--- config.mk ---
export PLATFORM = sky130hd
export DESIGN_NAME = prediction_resolver
export DESIGN_NICKNAME = d
export VERILOG_FILES = /design/src/verilog/bp_pkg.sv /design/src/verilog/prediction_resolver.sv
export SDC_FILE = /design/constraint.sdc
export NUM_CORES = 1
export LEC_CHECK = 0
export BUFFER_PORTS_ARGS = -buffer_cell sky130_fd_sc_hd__buf_2
export CAP_MARGIN = 5
export CORE_UTILIZATION = 46
export DETAILED_ROUTE_END_ITERATION = 8
export GPL_ROUTABILITY_DRIVEN = 0
export PLACE_DENSITY_LB_ADDON = 0.2
export SLEW_MARGIN = 20
export SYNTH_ARGS = -nofsm -noshare
export SYNTH_HDL_FRONTEND = slang
export SYNTH_SLANG_ARGS = --single-unit
--- constraint.sdc ---
create_clock -name vclk -period 3.3
set_input_delay 0.165 -clock vclk [all_inputs]
set_output_delay 0.165 -clock vclk [all_outputs]
set_load 0.02 [all_outputs]
--- src/verilog/bp_pkg.sv ---
package bp_pkg;

    // ------------------------------------------------------------------
    // Addresses
    // ------------------------------------------------------------------

    typedef logic [31:0] addr_t;

    // Step from one instruction to the next
    localparam addr_t INST_BYTES = 32'd4;

    // Low PC bits below the table index, always zero for aligned code
    localparam int PC_OFFSET = $clog2(INST_BYTES);

    // ------------------------------------------------------------------
    // Resolve report from execute
    // ------------------------------------------------------------------

    typedef struct packed {
        logic  valid;
        addr_t pc;
        logic  taken;
        addr_t target;
        // Next PC that was predicted at fetch time
        addr_t predicted;
    } resolve_t;

    // ------------------------------------------------------------------
    // Table encodings
    // ------------------------------------------------------------------

    typedef enum logic [1:0] {
        BTB_NONE   = 2'd0,
        BTB_ADD    = 2'd1,
        BTB_UPDATE = 2'd2,
        BTB_REMOVE = 2'd3
    } btb_op_e;

    // High bit set means predict taken
    typedef enum logic [1:0] {
        STRONG_NOT   = 2'b00,
        WEAK_NOT     = 2'b01,
        WEAK_TAKEN   = 2'b10,
        STRONG_TAKEN = 2'b11
    } bht_state_e;

endpackage

--- src/verilog/prediction_resolver.sv ---
module prediction_resolver (
    input  bp_pkg::resolve_t resolve,
    input  logic             btb_hit,
    input  bp_pkg::addr_t    btb_target,
    input  logic             bht_taken,
    output bp_pkg::btb_op_e  op,
    output logic             redirect_valid,
    output bp_pkg::addr_t    redirect_pc,
    output logic             mispredict
);
    import bp_pkg::*;

    addr_t correct_pc;
    logic  wrong_path;

    // ------------------------------------------------------------------
    // Misprediction check
    // ------------------------------------------------------------------

    // Where fetch should have gone after this branch
    assign correct_pc = resolve.taken ? resolve.target : resolve.pc + INST_BYTES;
    assign wrong_path = resolve.valid && (correct_pc != resolve.predicted);

    assign redirect_valid = wrong_path;
    assign redirect_pc    = correct_pc;
    assign mispredict     = wrong_path;

    // ------------------------------------------------------------------
    // BTB maintenance
    // ------------------------------------------------------------------

    always_comb
    begin
        op = BTB_NONE;
        if (resolve.valid)
        begin
            if (resolve.taken)
            begin
                if (!btb_hit)
                    op = BTB_ADD;
                else if (btb_target != resolve.target)
                    op = BTB_UPDATE;
            end
            else if (btb_hit && !bht_taken)
            begin
                // Entry already predicts fall-through, drop it
                op = BTB_REMOVE;
            end
        end
    end

endmodule
==> metrics.txt <==
status complete, no violations; CP startpoint resolve[67]; total I/O pin count 168; sequential power share 0%; Synth area leader xor2_1; Seq. cell area 0 um^2; Core Region ~0.0056 mm^2; Hold Path Origin bht_taken; Internal 202 uW; GR Overflow Total 0; Die W ~79 um; CP required between 3000 and 4000 ps; Tightest Hold Check Type input port to output port; Layout Utilization between 60% and 70%; NumNets Final 668; final setup vio count 0; drt first pass iters 5; Post-DP HPWL roughly 8700 um; Avg Synthesized Cell Area approximately 7.0 um^2; global-route wire length before repair 16000 um; VDD IR max approximately 0.075 mV; GRT Overall Usage between 30 and 40%; cts hold-fix bufs 0; most instantiated cells after synthesis xor2_1, nand2_1, xnor2_1; Sw Pwr ~280 uW; Ys Warns 0; Static Leak between 0.0015 and 0.002 uW; Via Count between 3000 and 4000; Rel. slew slack a little under three fifths; post-CTS resize count 0; Power per Cell Area between 100 and 150 mW/mm^2; Critical Path AT approximately 2800 ps; Critical Path Sink redirect_valid; Post-DRT Antenna Nets 0; area of the die about 0.0062 mm^2; critical path launch point type input port; Post-Syn Area ~0.0027 mm^2; Hold Vio Cnt, Final 0; Crit Path Class input port to output port; Ant. Diodes 0; initial antenna violation count 0; vias per cell between 5 and 6; count leader, synth xor2_1; syn nets roughly 520; die height 78.5 um; area of the multi-input gates 0.00248 mm^2; row cnt 27; area grow syn2layout 31.1%; 1st-iter DRT viols 266; clock power share 0%; number of clock buffers in the layout 0; setup_tns 0 ps; Seq/Total Area, Yosys 0%; IO buf count between 150 and 200; cell count after synthesis roughly 380; DRC viols 0; WL final approximately 10000 um; time the worst path needs with I/O delays and setup 2920 ps; pins over their slew limit 0; Comb power frac 100.0%; kind of end point of the critical path output port; vias in the first global route between 3000 and 4000; fillers between 500 and 600; period utilization 88.5%; f_max between 300 and 400 MHz; Synth top area share approximately a fifth; effective utilization at floorplan just under 50%; drt wl/cell 16.7 um; Max FO, Critical Path 7; synth top area cells xor2_1, xnor2_1, mux2_2; sw frac about three fifths; Seq cells 0; layout cells sized above 1 between 30% and 40%; Distinct cells, synth 66; RSZ-0062 raised after global routing no; maxcap violations 0; largest net degree at the start of global routing 27; setup bufs post-CTS 0; slew of the pin with the lowest slew margin between 600 and 700 ps
power groups by stage:
stage	combinational, uW	sequential (uW)	clock (uW)
floorplan	271	0	0
global placement	469	0	0
detailed placement	474	0	0
CTS	477	0	0
global route	523	0	0
finish	482	0	0
per-stage QoR:
step	cell area (um^2)	total power (uW)	worst slack [ps]	instances	hold slack (ps)
finish	3530	482	381	605	626
global route	3530	523	185	605	648
CTS	3530	477	434	605	632
detailed placement	3530	474	422	605	632
global placement	3530	469	532	605	626
floorplan	2690	271	364	383	457
area by class of cell:
cell class                      count  share of cell area (%)
Timing Repair Buffer              176                    25.5
Multi-Input combinational cell    341                    70.2
Inverter                           16                    1.70
Tap cell                           72                    2.55
logic make-up after synthesis:
logic type	Yosys count	synth area share (%)
multiplexers	19	7.67
buffers and inverters	42	7.90
adder cells (fa/ha/maj)	1	0.465
XOR/XNOR	89	30.1
AO/OA/AOI/OAI	76	19.9
AND/OR/NAND/NOR	156	34.0
routing by layer:
layer  global-route usage (%)  vias to the layer above  share of wire, %
li1                         -                     1735                 -
met2                     55.0                      197                46
met5                        0                        -                 0
met3                     5.81                       32               9.0
met1                     39.6                     1655                40
met4                     13.9                        0               4.4
critical path: stages:
cell and delay [ps]:
buf_2 120, ha_1 270, nand2_1 200, or4_2 620, and3_1 240, a311oi_1 270, nand4b_1 150, o41ai_2 320
a41oi_1 180, buf_2 210
worst min path at each step:
stage | end | cells after the start
after global routing | op[1] | 3
after global placement | op[1] | 3
after detailed placement | op[1] | 3
after CTS | op[1] | 3
final | op[1] | 3
after floorplan | op[1] | 2
placed cells by master, fill, tap and decap left out, drive strengths merged, types with 8 or more instances in the layout:
master | Yosys | layout
buf | 17 | 176
xor2 | 58 | 58
nand2 | 37 | 37
xnor2 | 29 | 29
nor4 | 24 | 24
o21ai | 19 | 19
nand4 | 18 | 18
inv | 16 | 16
nand3 | 16 | 16
nor2 | 15 | 15
mux2 | 13 | 13
nor3 | 12 | 12
a31oi | 11 | 11
a21oi | 8 | 8
(Power assumes the default switching activity.)
