<file path="src/verilog/perf_counters.sv">
module perf_counters (
    input  logic        CPU_CLK,
    input  logic        CPU_RST,
    input  logic        branch_valid,
    input  logic        mispredict,
    output logic [31:0] branch_count,
    output logic [31:0] mispredict_count
);

    // Resolved branches
    always_ff @(posedge CPU_CLK or posedge CPU_RST)
    begin
        if (CPU_RST)
            branch_count <= 32'd0;
        else if (branch_valid)
            branch_count <= branch_count + 32'd1;
    end

    // Reports that needed a redirect
    always_ff @(posedge CPU_CLK or posedge CPU_RST)
    begin
        if (CPU_RST)
            mispredict_count <= 32'd0;
        else if (mispredict)
            mispredict_count <= mispredict_count + 32'd1;
    end

endmodule

</file>
<file path="config.mk">
export PLATFORM = sky130hd
export DESIGN_NAME = perf_counters
export DESIGN_NICKNAME = d
export VERILOG_FILES = /design/src/verilog/perf_counters.sv
export SDC_FILE = /design/constraint.sdc
export NUM_CORES = 1
export LEC_CHECK = 0
export BUFFER_PORTS_ARGS = -buffer_cell sky130_fd_sc_hd__buf_2
export CAP_MARGIN = 10
export CORE_UTILIZATION = 57
export DETAILED_ROUTE_END_ITERATION = 10
export GPL_ROUTABILITY_DRIVEN = 1
export GPL_TIMING_DRIVEN = 0
export MAX_ROUTING_LAYER = met4
export PLACE_DENSITY = 0.84
export RECOVER_POWER = 100
export SYNTH_ARGS = -nofsm -noshare
export SYNTH_HDL_FRONTEND = slang
export SYNTH_SLANG_ARGS = --single-unit
</file>
<file path="constraint.sdc">
create_clock -name CPU_CLK -period 3.5 [get_ports CPU_CLK]
set_input_delay 0.175 -clock CPU_CLK [delete_from_list [all_inputs] [get_ports CPU_CLK]]
set_output_delay 0.175 -clock CPU_CLK [all_outputs]
set_load 0.02 [all_outputs]
</file>
==> reports/qor.json, run 1 <==
{
  "post-route-period-util_pct": 77.5,
  "finalNetCount": 332,
  "critPathArrivalTime_ns": 2.93,
  "p_seq_share_pct": 49.8,
  "global_route.overflow_total": 0,
  "power.density_cell_area_nw_per_um2": 549,
  "combinationalPowerShare_pct": 17.2,
  "clock_skew_ns": 0.00889,
  "violated_checks": "capacitance limit, slew limit",
  "ys_types": 22,
  "fp.dieW_um": 72.7,
  "global_route_wire_length_before_repair_um": 8940,
  "cp_top_family": "simple AND/OR/NAND/NOR gates",
  "numCtsBuffers": 9,
  "setup-tns-final_ns": 0,
  "outcome": "finished with violations",
  "clock_sink_count": 64,
  "place.gp.congestion": 0.789,
  "yosysWarnings": 0,
  "worstReg2RegStart": "branch_count[0]$_DFFE_PP0P_",
  "floorplan.io_pins": 68,
  "maximum_resistive_drop_on_vdd_uv": 629,
  "number_of_flops_mapped_to_enable_cells_by_yosys": 0,
  "total_switching_power_uw": 579,
  "placement.io_buffers": 67,
  "die_h_um": 72.7,
  "grt_pass1_vias": 1980,
  "max_clock_freq_mhz": 369,
  "antennaDiodeCount": 0,
  "path_max_fanout": 9,
  "timing.critical_path.slowest_stage_cell": "sky130_fd_sc_hd__nor4_1",
  "design.core.area_sq_um": 4750,
  "cp-end-kind": "flop",
  "half_perimeter_wire_length_after_placement_um": 3840,
  "synth.ff_latch_count": 64,
  "via_cell_ratio": 5.44,
  "final_layout_size_suffix_gt1_share_pct": 6.36,
  "fp.dieArea_sq_um": 5290,
  "finalMaxSlewViolations": 10,
  "critPathLaunch": "branch_count[0]$_DFFE_PP0P_",
  "max_slew.worst_pin.slew_ns": 1.54,
  "cts-root-to-sink-buffers": 2,
  "relSlewSlack_pct": -3.72,
  "criticalPathCategory": "reg -> reg",
  "finalSetupViolCount": 0,
  "grt_start_max_net_pins": 34,
  "detailed_route_wire_length_per_cell_um": 13.9,
  "route.final.wire_length_um": 5530,
  "yosys.cell_count.top_type": "sky130_fd_sc_hd__dfrtp_1",
  "antenna_found_initial": 0,
  "place_ws_ns": 1.28,
  "clockRootBuffer": "sky130_fd_sc_hd__clkbuf_8",
  "timing.hold.worst.class": "in -> reg",
  "cts_resized": 0,
  "critical_path.n_buffers_inverters": 0,
  "post-route-worst-setup-slack_ns": 0.787,
  "cell_internal_pwr_mw": 1.27,
  "route.vias.total": 2159,
  "tritoncts": "yes",
  "mappedNetlistNets": 252,
  "critical_path.cell_chain": "ha_1 > nand4_1 > nor4_1 > nand4_1 > xnor2_1",
  "syn-mean-instance-area_sq_um": 11.6,
  "initial_core_util_pct": 60.0,
  "worst_skew_pair.late_latency_ns": 0.34,
  "switching_share_pct": 31.3,
  "largest_stage_delay_worst_path_ns": 1.32,
  "final_period_minus_worst_setup_slack_ns": 2.71,
  "grt.met3_usage_pct": 4.83,
  "area_share_of_the_leading_cell_type_in_the_synthesized_netlist_pct": 56.2,
  "register_area_share_after_synthesis_pct": 56.2,
  "dr.first_iter.drc_count": 130,
  "worstPathRequired_ns": 3.72,
  "setup.worst_path.start_class": "flop",
  "synth_area_sq_um": 2850,
  "postSynthCellCount": 246,
  "async_reset_ff_share_pct": 100,
  "groute.layer.met1.usage_pct": 28.6,
  "worst_hold_startpoint": "branch_valid",
  "synthFlopType": "sky130_fd_sc_hd__dfrtp_1",
  "yosys-top-cells-area": "sky130_fd_sc_hd__dfrtp_1 56%, sky130_fd_sc_hd__xnor2_1 13%, sky130_fd_sc_hd__xor2_1 6.1%",
  "area.growth.synth_to_final_pct": 18.2,
  "grt_usage_pct": 23.4,
  "report.final.hold_viol_count": 0,
  "drt_drc_violations_left": 0,
  "fill_cells": 396,
  "static-leakage-power_nw": 1.50,
  "max_cap_viol_count": 1,
  "grt_use_met2_pct": 36.7,
  "most_area_hungry_cell_type_in_the_yosys_netlist": "sky130_fd_sc_hd__dfrtp_1",
  "rows": 25,
  "grt_setup_unrepaired": "no",
  "worst_setup_hold_path_clk_slew_ns": 0.06,
  "top_usage_layer": "met2",
  "drt_first_pass_iters": 5,
  "h-tree-depth": 3,
  "detail-route-antenna-nets": 0,
  "post_synth_most_frequent_cells": "64 x sky130_fd_sc_hd__dfrtp_1, 42 x sky130_fd_sc_hd__xnor2_1, 27 x sky130_fd_sc_hd__nand4_1",
  "critPathMostFrequentCell": "sky130_fd_sc_hd__nand4_1",
  "clock_group_share_of_total_power_pct": 33.0
}
path summary, 6_finish.rpt:
check                      slack [ns]                          endpoint  depth (start not counted)
max                              0.79      branch_count[28]$_DFFE_PP0P_                          5
min                              0.08       branch_count[0]$_DFFE_PP0P_                          2
max in group asynchronous        2.03  mispredict_count[20]$_DFFE_PP0P_                          4
min reg2reg                      0.47  mispredict_count[31]$_DFFE_PP0P_                          1
min in group asynchronous        0.71      branch_count[12]$_DFFE_PP0P_                          3
max reg2reg                      0.79      branch_count[28]$_DFFE_PP0P_                          5
routing by layer:
| metal | routed length [um] | up-vias |
|---|---|---|
| li1 | - | 1029 |
| met1 | 2530 | 1050 |
| met2 | 2650 | 68 |
| met3 | 229 | 12 |
| met4 | 119 | 0 |
| met5 | 0 | - |
timing repair:
action | in CTS | in global routing
hold buffers | 1 | 0
endpoints found under the hold margin | 31 | 0
setup buffers | 0 | 0
setup endpoints to repair | 0 | 0
registers in the layout (all words and copies together) (netlist names):
signal	cells
branch_count	32
mispredict_count	32
stage by stage:
stage / utilization, % / cell area (sq um) / std cells / hold WS [ns] / power (mW)
4_1_cts: 73.3 / 3490 / 397 / 0.0671 / 1.90
3_3_place_gp: 68.8 / 3270 / 380 / 0.420 / 1.27
3_5_place_dp: 69.2 / 3290 / 381 / 0.315 / 1.29
5_1_grt: 70.9 / 3370 / 397 / 0.0862 / 1.92
6_report: 70.9 / 3370 / 397 / 0.0832 / 1.85
2_1_floorplan: - / 2850 / 246 / 0.262 / 1.16
power groups by stage:
stage | Clock, mW | Sequential, mW | Combinational (mW)
2_1_floorplan | 0 | 1.03 | 0.136
3_3_place_gp | 0 | 0.938 | 0.333
3_5_place_dp | 0 | 0.944 | 0.345
4_1_cts | 0.621 | 0.930 | 0.346
5_1_grt | 0.645 | 0.936 | 0.343
6_report | 0.611 | 0.922 | 0.318
cell families (layout without fill, tap and decap cells):
kind of cell	count (synthesis)	count (layout)	synth area share, %
AND/OR/NAND/NOR	107	107	21.7
XOR/XNOR	62	62	19.0
adder cells (fa/ha/maj)	2	2	0.877
buffers and inverters	9	93	1.45
flip-flops	64	64	56.2
multiplexers	2	2	0.790
cell type report:
| class | instances | area [sq um] | area share [%] |
|---|---|---|---|
| multi-input combinational | 173 | 1180 | 35.0 |
| clock buffer | 11 | 141 | 4.20 |
| buffer | 2 | 7.51 | 0.223 |
| timing repair buffer | 69 | 285 | 8.47 |
| clock inverter | 4 | 45.0 | 1.34 |
| tap | 67 | 83.8 | 2.49 |
| sequential | 64 | 1600 | 47.5 |
| inverter | 7 | 26.3 | 0.780 |
placed cells by master (no fill, tap or decap), types with 2 or more instances in the layout:
cell type                   n
sky130_fd_sc_hd__clkbuf_1  67
sky130_fd_sc_hd__dfrtp_1   64
sky130_fd_sc_hd__xnor2_1   42
sky130_fd_sc_hd__nand4_1   28
sky130_fd_sc_hd__nand2_1   21
sky130_fd_sc_hd__xor2_1    20
sky130_fd_sc_hd__nand3_1   14
sky130_fd_sc_hd__clkbuf_8  10
sky130_fd_sc_hd__nor2_1     9
sky130_fd_sc_hd__nor3_1     9
sky130_fd_sc_hd__and3_1     8
sky130_fd_sc_hd__nor4_1     7
sky130_fd_sc_hd__and4_1     7
sky130_fd_sc_hd__inv_1      7
sky130_fd_sc_hd__clkinv_2   3
sky130_fd_sc_hd__buf_2      3
sky130_fd_sc_hd__mux2_2     2
sky130_fd_sc_hd__ha_1       2
No activity file was read; power rests on OpenSTA's default activity.
==> run 2: changes to the inputs <==
--- a/config.mk
+++ b/config.mk
@@ -7,12 +7,12 @@
 export LEC_CHECK = 0
 export BUFFER_PORTS_ARGS = -buffer_cell sky130_fd_sc_hd__buf_2
 export CAP_MARGIN = 10
-export CORE_UTILIZATION = 57
+export CORE_UTILIZATION = 53
 export DETAILED_ROUTE_END_ITERATION = 10
 export GPL_ROUTABILITY_DRIVEN = 1
 export GPL_TIMING_DRIVEN = 0
 export MAX_ROUTING_LAYER = met4
-export PLACE_DENSITY = 0.84
+export PLACE_DENSITY = 0.79
 export RECOVER_POWER = 100
 export SYNTH_ARGS = -nofsm -noshare
 export SYNTH_HDL_FRONTEND = slang
==> constraint.sdc (replaced) <==
create_clock -name CPU_CLK -period 2.6 [get_ports CPU_CLK]
set_input_delay 0.13 -clock CPU_CLK [delete_from_list [all_inputs] [get_ports CPU_CLK]]
set_output_delay 0.13 -clock CPU_CLK [all_outputs]
set_load 0.02 [all_outputs]
==> run 2 against run 1 <==
  * The flow now finishes without violations
  * Global-route usage fell by 0.49 points
  * Clock power is 55% higher
  * Register-to-register slack worse by 0.50 ns
  * Clock-buffer cell count increased by 1
  * Via count down 0.37%
  * Die area is 7.3% higher
  * Utilization down 4.8 points
  * First-iteration DRC count decreased by 48%
  * Fmax increased by 17%
  * Total power up 41%
  * Combinational power grew 33%
  * Sequential power up 36%
  * Largest power group unchanged
  * Highest routed layer unchanged
==> reports/qor.json, run 2 (synthesis results as in run 1) <==
{
  "setup-tns-final_ns": 0,
  "grt_setup_unrepaired": "no",
  "critical_path.cell_chain": "nand4_1 > nor4_1 > nand4_1 > xnor2_1",
  "setup.worst_path.start_class": "flop",
  "post-route-worst-setup-slack_ns": 0.289,
  "clockRootBuffer": "sky130_fd_sc_hd__clkbuf_8",
  "max_clock_freq_mhz": 433,
  "cell_internal_pwr_mw": 1.84,
  "worst_hold_startpoint": "branch_valid",
  "dr.first_iter.drc_count": 67,
  "cts_hold_buf": 1,
  "final_layout_size_suffix_gt1_share_pct": 6.36,
  "clock_sink_count": 64,
  "route.final.wire_length_um": 5700,
  "max_cap_viol_count": 0,
  "worstReg2RegStart": "mispredict_count[5]$_DFFE_PP0P_",
  "detailed_route_wire_length_per_cell_um": 14.3,
  "critPathMostFrequentCell": "sky130_fd_sc_hd__nand4_1",
  "post-route-period-util_pct": 88.9,
  "final_common_cell": "sky130_fd_sc_hd__clkbuf_1",
  "final_period_minus_worst_setup_slack_ns": 2.31,
  "drt_first_pass_iters": 4,
  "antennaDiodeCount": 0,
  "area_of_the_multi_input_gates_sq_um": 1180,
  "static-leakage-power_nw": 1.51,
  "sequential_cell_area_sq_um": 1600,
  "path_max_fanout": 8,
  "floorplan.io_pins": 68,
  "route.vias.total": 2151,
  "rr_endpoint": "mispredict_count[27]$_DFFE_PP0P_",
  "report.final.hold_viol_count": 0,
  "mostFrequentLayoutCells": "67 x sky130_fd_sc_hd__clkbuf_1, 64 x sky130_fd_sc_hd__dfrtp_1, 42 x sky130_fd_sc_hd__xnor2_1",
  "place_ws_ns": 0.307,
  "maximum_resistive_drop_on_vdd_uv": 616,
  "die_h_um": 75.4,
  "post_cts_buffers": 0,
  "worst_setup_hold_path_clk_slew_ns": 0.07,
  "grt_start_max_net_pins": 44,
  "outcome": "finished, final reports clean",
  "timing.hold.worst.class": "in -> reg",
  "finalNetCount": 332,
  "combinationalPowerShare_pct": 16.2,
  "power.density_cell_area_nw_per_um2": 770,
  "design.core.area_sq_um": 5140,
  "fp.dieArea_sq_um": 5680,
  "fp.dieW_um": 75.4,
  "grt_usage_pct": 22.9,
  "largest_registers": "branch_count x32, mispredict_count x32",
  "switching_share_pct": 29.8,
  "finalSetupViolCount": 0,
  "clock_skew_ns": 0.00581,
  "timing.critical_path.slowest_stage_cell": "sky130_fd_sc_hd__nor4_1",
  "global_route.overflow_total": 0,
  "max_slew.worst_pin.slew_ns": 1.27,
  "critPathArrivalTime_ns": 2.53,
  "cts_resized": 0,
  "relSlewSlack_pct": 14.3,
  "placement.io_buffers": 67,
  "initial_core_util_pct": 55.5,
  "global_route_wire_length_before_repair_um": 9230,
  "p_seq_share_pct": 47.7,
  "timing.reg2reg.setup_slack_ns": 0.29,
  "finalMaxSlewViolations": 0,
  "largest_stage_delay_worst_path_ns": 1.10,
  "place.gp.congestion": 0.766,
  "holdPathEnd": "branch_count[0]$_DFFE_PP0P_",
  "criticalPathCategory": "reg -> reg",
  "clock_group_share_of_total_power_pct": 36.2,
  "cts-root-to-sink-buffers": 2,
  "drt_drc_violations_left": 0,
  "numCtsBuffers": 9,
  "fill_cells": 436,
  "half_perimeter_wire_length_after_placement_um": 3980,
  "hold_depth": 2,
  "tritoncts": "yes",
  "total_switching_power_uw": 779,
  "antenna_found_initial": 0,
  "rows": 26,
  "rr_worst_depth": 4,
  "worst_skew_pair.late_latency_ns": 0.33,
  "worstPathRequired_ns": 2.82,
  "grt_pass1_vias": 2024,
  "post-layout-total-power_mw": 2.62,
  "h-tree-depth": 3,
  "via_cell_ratio": 5.38,
  "area.growth.synth_to_final_pct": 19.1,
  "cp-end-kind": "flop",
  "detail-route-antenna-nets": 0
}
[run 2: cell types whose count changed in the layout (fill, tap and decap cells not counted)]
cell                        change
sky130_fd_sc_hd__clkbuf_8       +1
sky130_fd_sc_hd__nor4_2         +1
sky130_fd_sc_hd__bufinv_16      +1
sky130_fd_sc_hd__clkinv_2       -2
sky130_fd_sc_hd__or4_2          -1
sky130_fd_sc_hd__buf_12         -1
sky130_fd_sc_hd__or4_1          +1
sky130_fd_sc_hd__nor4_1         -1
sky130_fd_sc_hd__clkbuf_2       +1
[run 2: worst max path at each step]
stage,to,slack (ns),start
after floorplan,branch_count[24]$_DFFE_PP0P_,0.62,branch_count[0]$_DFFE_PP0P_
after global placement,mispredict_count[12]$_DFFE_PP0P_,0.13,CPU_RST
after detailed placement,branch_count[24]$_DFFE_PP0P_,0.31,branch_count[0]$_DFFE_PP0P_
after CTS,branch_count[28]$_DFFE_PP0P_,0.31,branch_count[0]$_DFFE_PP0P_
after global routing,mispredict_count[25]$_DFFE_PP0P_,0.09,mispredict_count[5]$_DFFE_PP0P_
final,mispredict_count[27]$_DFFE_PP0P_,0.29,mispredict_count[5]$_DFFE_PP0P_
[run 2: per-stage QoR]
stage	cell area, sq um	util [%]	std cells	hold WS [ns]
6_report	3400	66.1	400	0.0474
5_1_grt	3400	66.1	400	0.0647
4_1_cts	3520	68.6	400	0.0334
3_5_place_dp	3290	64.1	384	0.173
3_3_place_gp	3270	63.7	383	0.384
2_1_floorplan	2850	-	246	0.217
[run 2: final cells by class]
type,instances,area share (%)
buffer,2,0.221
sequential,64,47.1
tap,70,2.58
clock inverter,3,1.92
multi-input combinational,173,34.8
timing repair buffer,69,7.96
clock buffer,12,4.57
inverter,7,0.773
[run 2: routing by layer]
metal,share of wire (%),global-route usage [%],up-vias
met1,46,29.1,1052
li1,-,-,1025
met2,48,35.4,61
met5,0,-,-
met3,4.2,4.10,13
met4,2.1,11.3,0
[run 2: critical path, delay by kind of cell (launching register included)]
kind             cells  cell delay [ns]
XOR/XNOR             1             0.20
AND/OR/NAND/NOR      3             1.54
flip-flops           1             0.45
[run 2: power by group through the flow]
stage | registers, mW | logic, mW | clock network, mW
3_3_place_gp | 1.27 | 0.451 | 0
2_1_floorplan | 1.38 | 0.184 | 0
3_5_place_dp | 1.27 | 0.468 | 0
6_report | 1.25 | 0.423 | 0.947
4_1_cts | 1.25 | 0.466 | 0.955
5_1_grt | 1.27 | 0.470 | 0.999
==> run 3: changes to the inputs <==
--- a/config.mk
+++ b/config.mk
@@ -5,6 +5,7 @@
 export SDC_FILE = /design/constraint.sdc
 export NUM_CORES = 1
 export LEC_CHECK = 0
+export ABC_AREA = 0
 export BUFFER_PORTS_ARGS = -buffer_cell sky130_fd_sc_hd__buf_2
 export CAP_MARGIN = 10
 export CORE_UTILIZATION = 53
@@ -14,6 +15,7 @@
 export MAX_ROUTING_LAYER = met4
 export PLACE_DENSITY = 0.79
 export RECOVER_POWER = 100
+export REMOVE_ABC_BUFFERS = 1
 export SYNTH_ARGS = -nofsm -noshare
 export SYNTH_HDL_FRONTEND = slang
 export SYNTH_SLANG_ARGS = --single-unit
==> run 3 against run 2 <==
  * Die area did not move
  * Register-to-register slack improved by 0.07 ns
  * Fmax increased by 3.1%
  * Critical path depth increased by 1
  * Sequential share of layout area rose by 0.58 points
  * Non-clock buffer count down 2
  * Design area shrank 1.2%
  * Cell count fell by 1.3%
  * Worst setup slack improved by 0.070 ns
  * Critical endpoint is now branch_count[28]$_DFFE_PP0P_
==> reports/qor.json, run 3 (synthesis results as in run 1) <==
{
  "worst_skew_pair.late_latency_ns": 0.33,
  "worst_setup_hold_path_clk_slew_ns": 0.07,
  "die_h_um": 75.4,
  "final_layout_size_suffix_gt1_share_pct": 6.15,
  "finalMaxSlewViolations": 0,
  "fp.dieW_um": 75.4,
  "design.core.area_sq_um": 5140,
  "route.final.wire_length_um": 5720,
  "fp.dieArea_sq_um": 5680,
  "met3_wirelength_um": 226,
  "clock_group_share_of_total_power_pct": 33.0,
  "max_cap_viol_count": 0,
  "detailed_route_wire_length_per_cell_um": 14.5,
  "power.density_cell_area_nw_per_um2": 747,
  "switching_share_pct": 31.2,
  "tritoncts": "yes",
  "post-route-period-util_pct": 86.2,
  "total_switching_power_uw": 781,
  "clock_skew_ns": 0.00954,
  "cell_internal_pwr_mw": 1.73,
  "floorplan.io_pins": 68,
  "numCtsBuffers": 9,
  "relSlewSlack_pct": 22.6,
  "h-tree-depth": 3,
  "combinationalPowerShare_pct": 17.3,
  "grt_pass1_vias": 1963,
  "fill_cells": 465,
  "rows": 26,
  "global_route.overflow_total": 0,
  "p_seq_share_pct": 49.7,
  "final_period_minus_worst_setup_slack_ns": 2.24,
  "worstPathRequired_ns": 2.82,
  "max_slew.worst_pin.slew_ns": 1.15,
  "finalNetCount": 330,
  "setup-tns-final_ns": 0,
  "outcome": "finished, final reports clean",
  "drt_first_pass_iters": 4,
  "cp-end-kind": "flop",
  "grt_setup_unrepaired": "no",
  "antenna_found_initial": 0,
  "via_cell_ratio": 5.41,
  "report.final.hold_viol_count": 0,
  "place.gp.congestion": 0.785,
  "maximum_resistive_drop_on_vdd_uv": 780,
  "mostFrequentLayoutCells": "64 x sky130_fd_sc_hd__dfrtp_1, 64 x sky130_fd_sc_hd__clkbuf_1, 42 x sky130_fd_sc_hd__xnor2_1",
  "static-leakage-power_nw": 1.48,
  "critPathArrivalTime_ns": 2.46,
  "largest_registers": "branch_count x32, mispredict_count x32",
  "dr.first_iter.drc_count": 63,
  "criticalPathCategory": "reg -> reg",
  "met2_length_um": 2760,
  "detail-route-antenna-nets": 0,
  "grt_start_max_net_pins": 37,
  "initial_core_util_pct": 55.5,
  "half_perimeter_wire_length_after_placement_um": 3830,
  "max_clock_freq_mhz": 446,
  "grt_usage_pct": 23.3,
  "antennaDiodeCount": 0,
  "route.vias.total": 2137,
  "drt_drc_violations_left": 0,
  "highest_signal_layer": "met4",
  "path_max_fanout": 9,
  "cts-root-to-sink-buffers": 2,
  "global_route_wire_length_before_repair_um": 9360,
  "timing.hold.ws_ns": 0.0427,
  "placement.io_buffers": 67,
  "clockRootBuffer": "sky130_fd_sc_hd__clkbuf_8",
  "area.growth.synth_to_final_pct": 17.7,
  "clock_sink_count": 64,
  "route.layer.met1.wl_um": 2630,
  "setup.worst_path.start_class": "flop",
  "finalSetupViolCount": 0,
  "timing.hold.worst.class": "in -> reg"
}
==> run 3: timing repair <==
action / CTS / global route
setup endpoints to repair: 0 / 0
gates resized for setup: 0 / 0
hold endpoints to repair: 28 / 0
setup buffers: 0 / 0
hold buffers: 1 / 0
==> run 3: final cells by class <==
cell class	count	area [sq um]	share of cell area, %
Timing Repair Buffer	69	270	8.05
Multi-Input combinational cell	173	1190	35.4
Sequential cell	64	1600	47.7
Clock buffer	11	151	4.51
Clock inverter	1	30.0	0.895
Tap cell	70	87.6	2.61
Inverter	7	26.3	0.783
==> run 3: metrics by stage <==
| step | power [mW] | std cells | worst slack (ns) | cell area, sq um | utilization [%] |
|---|---|---|---|---|---|
| 2_1_floorplan | 1.56 | 244 | 0.616 | 2840 | - |
| 3_3_place_gp | 1.72 | 381 | 0.118 | 3260 | 63.4 |
| 3_5_place_dp | 1.74 | 382 | 0.352 | 3280 | 63.9 |
| 4_1_cts | 2.57 | 395 | 0.343 | 3480 | 67.6 |
| 5_1_grt | 2.63 | 395 | 0.159 | 3360 | 65.3 |
| 6_report | 2.51 | 395 | 0.359 | 3360 | 65.3 |
==> run 3: worst paths after layout <==
check                                            startpoint                          endpoint  slack, ns  depth (start not counted)
setup / recovery                branch_count[0]$_DFFE_PP0P_      branch_count[28]$_DFFE_PP0P_       0.36                          5
hold / removal                                 branch_valid       branch_count[0]$_DFFE_PP0P_       0.04                          2
setup reg to reg                branch_count[0]$_DFFE_PP0P_      branch_count[28]$_DFFE_PP0P_       0.36                          5
hold reg to reg            mispredict_count[31]$_DFFE_PP0P_  mispredict_count[31]$_DFFE_PP0P_       0.48                          1
max in group asynchronous                           CPU_RST  mispredict_count[29]$_DFFE_PP0P_       0.54                          4
min in group asynchronous                           CPU_RST       branch_count[7]$_DFFE_PP0P_       0.62                          3
==> run 3: per-layer routing <==
layer	global-route usage (%)	vias up
li1	-	1020
met1	29.9	1048
met2	35.0	61
met3	4.89	8
met4	11.7	0
met5	-	-
==> run 3: power by group through the flow <==
stage / sequential, mW / combinational (mW) / clock [mW]
2_1_floorplan: 1.38 / 0.184 / 0
3_3_place_gp: 1.27 / 0.451 / 0
3_5_place_dp: 1.27 / 0.470 / 0
4_1_cts: 1.26 / 0.475 / 0.842
5_1_grt: 1.27 / 0.473 / 0.889
6_report: 1.25 / 0.433 / 0.827
==> run 3: critical path, cell delays in order (launching register included) <==
cell and delay (ns):
sky130_fd_sc_hd__dfrtp_1 0.40, sky130_fd_sc_hd__ha_1 0.18, sky130_fd_sc_hd__nand4_1 0.25, sky130_fd_sc_hd__nor4_2 0.90
sky130_fd_sc_hd__nand4_1 0.21, sky130_fd_sc_hd__xnor2_1 0.18
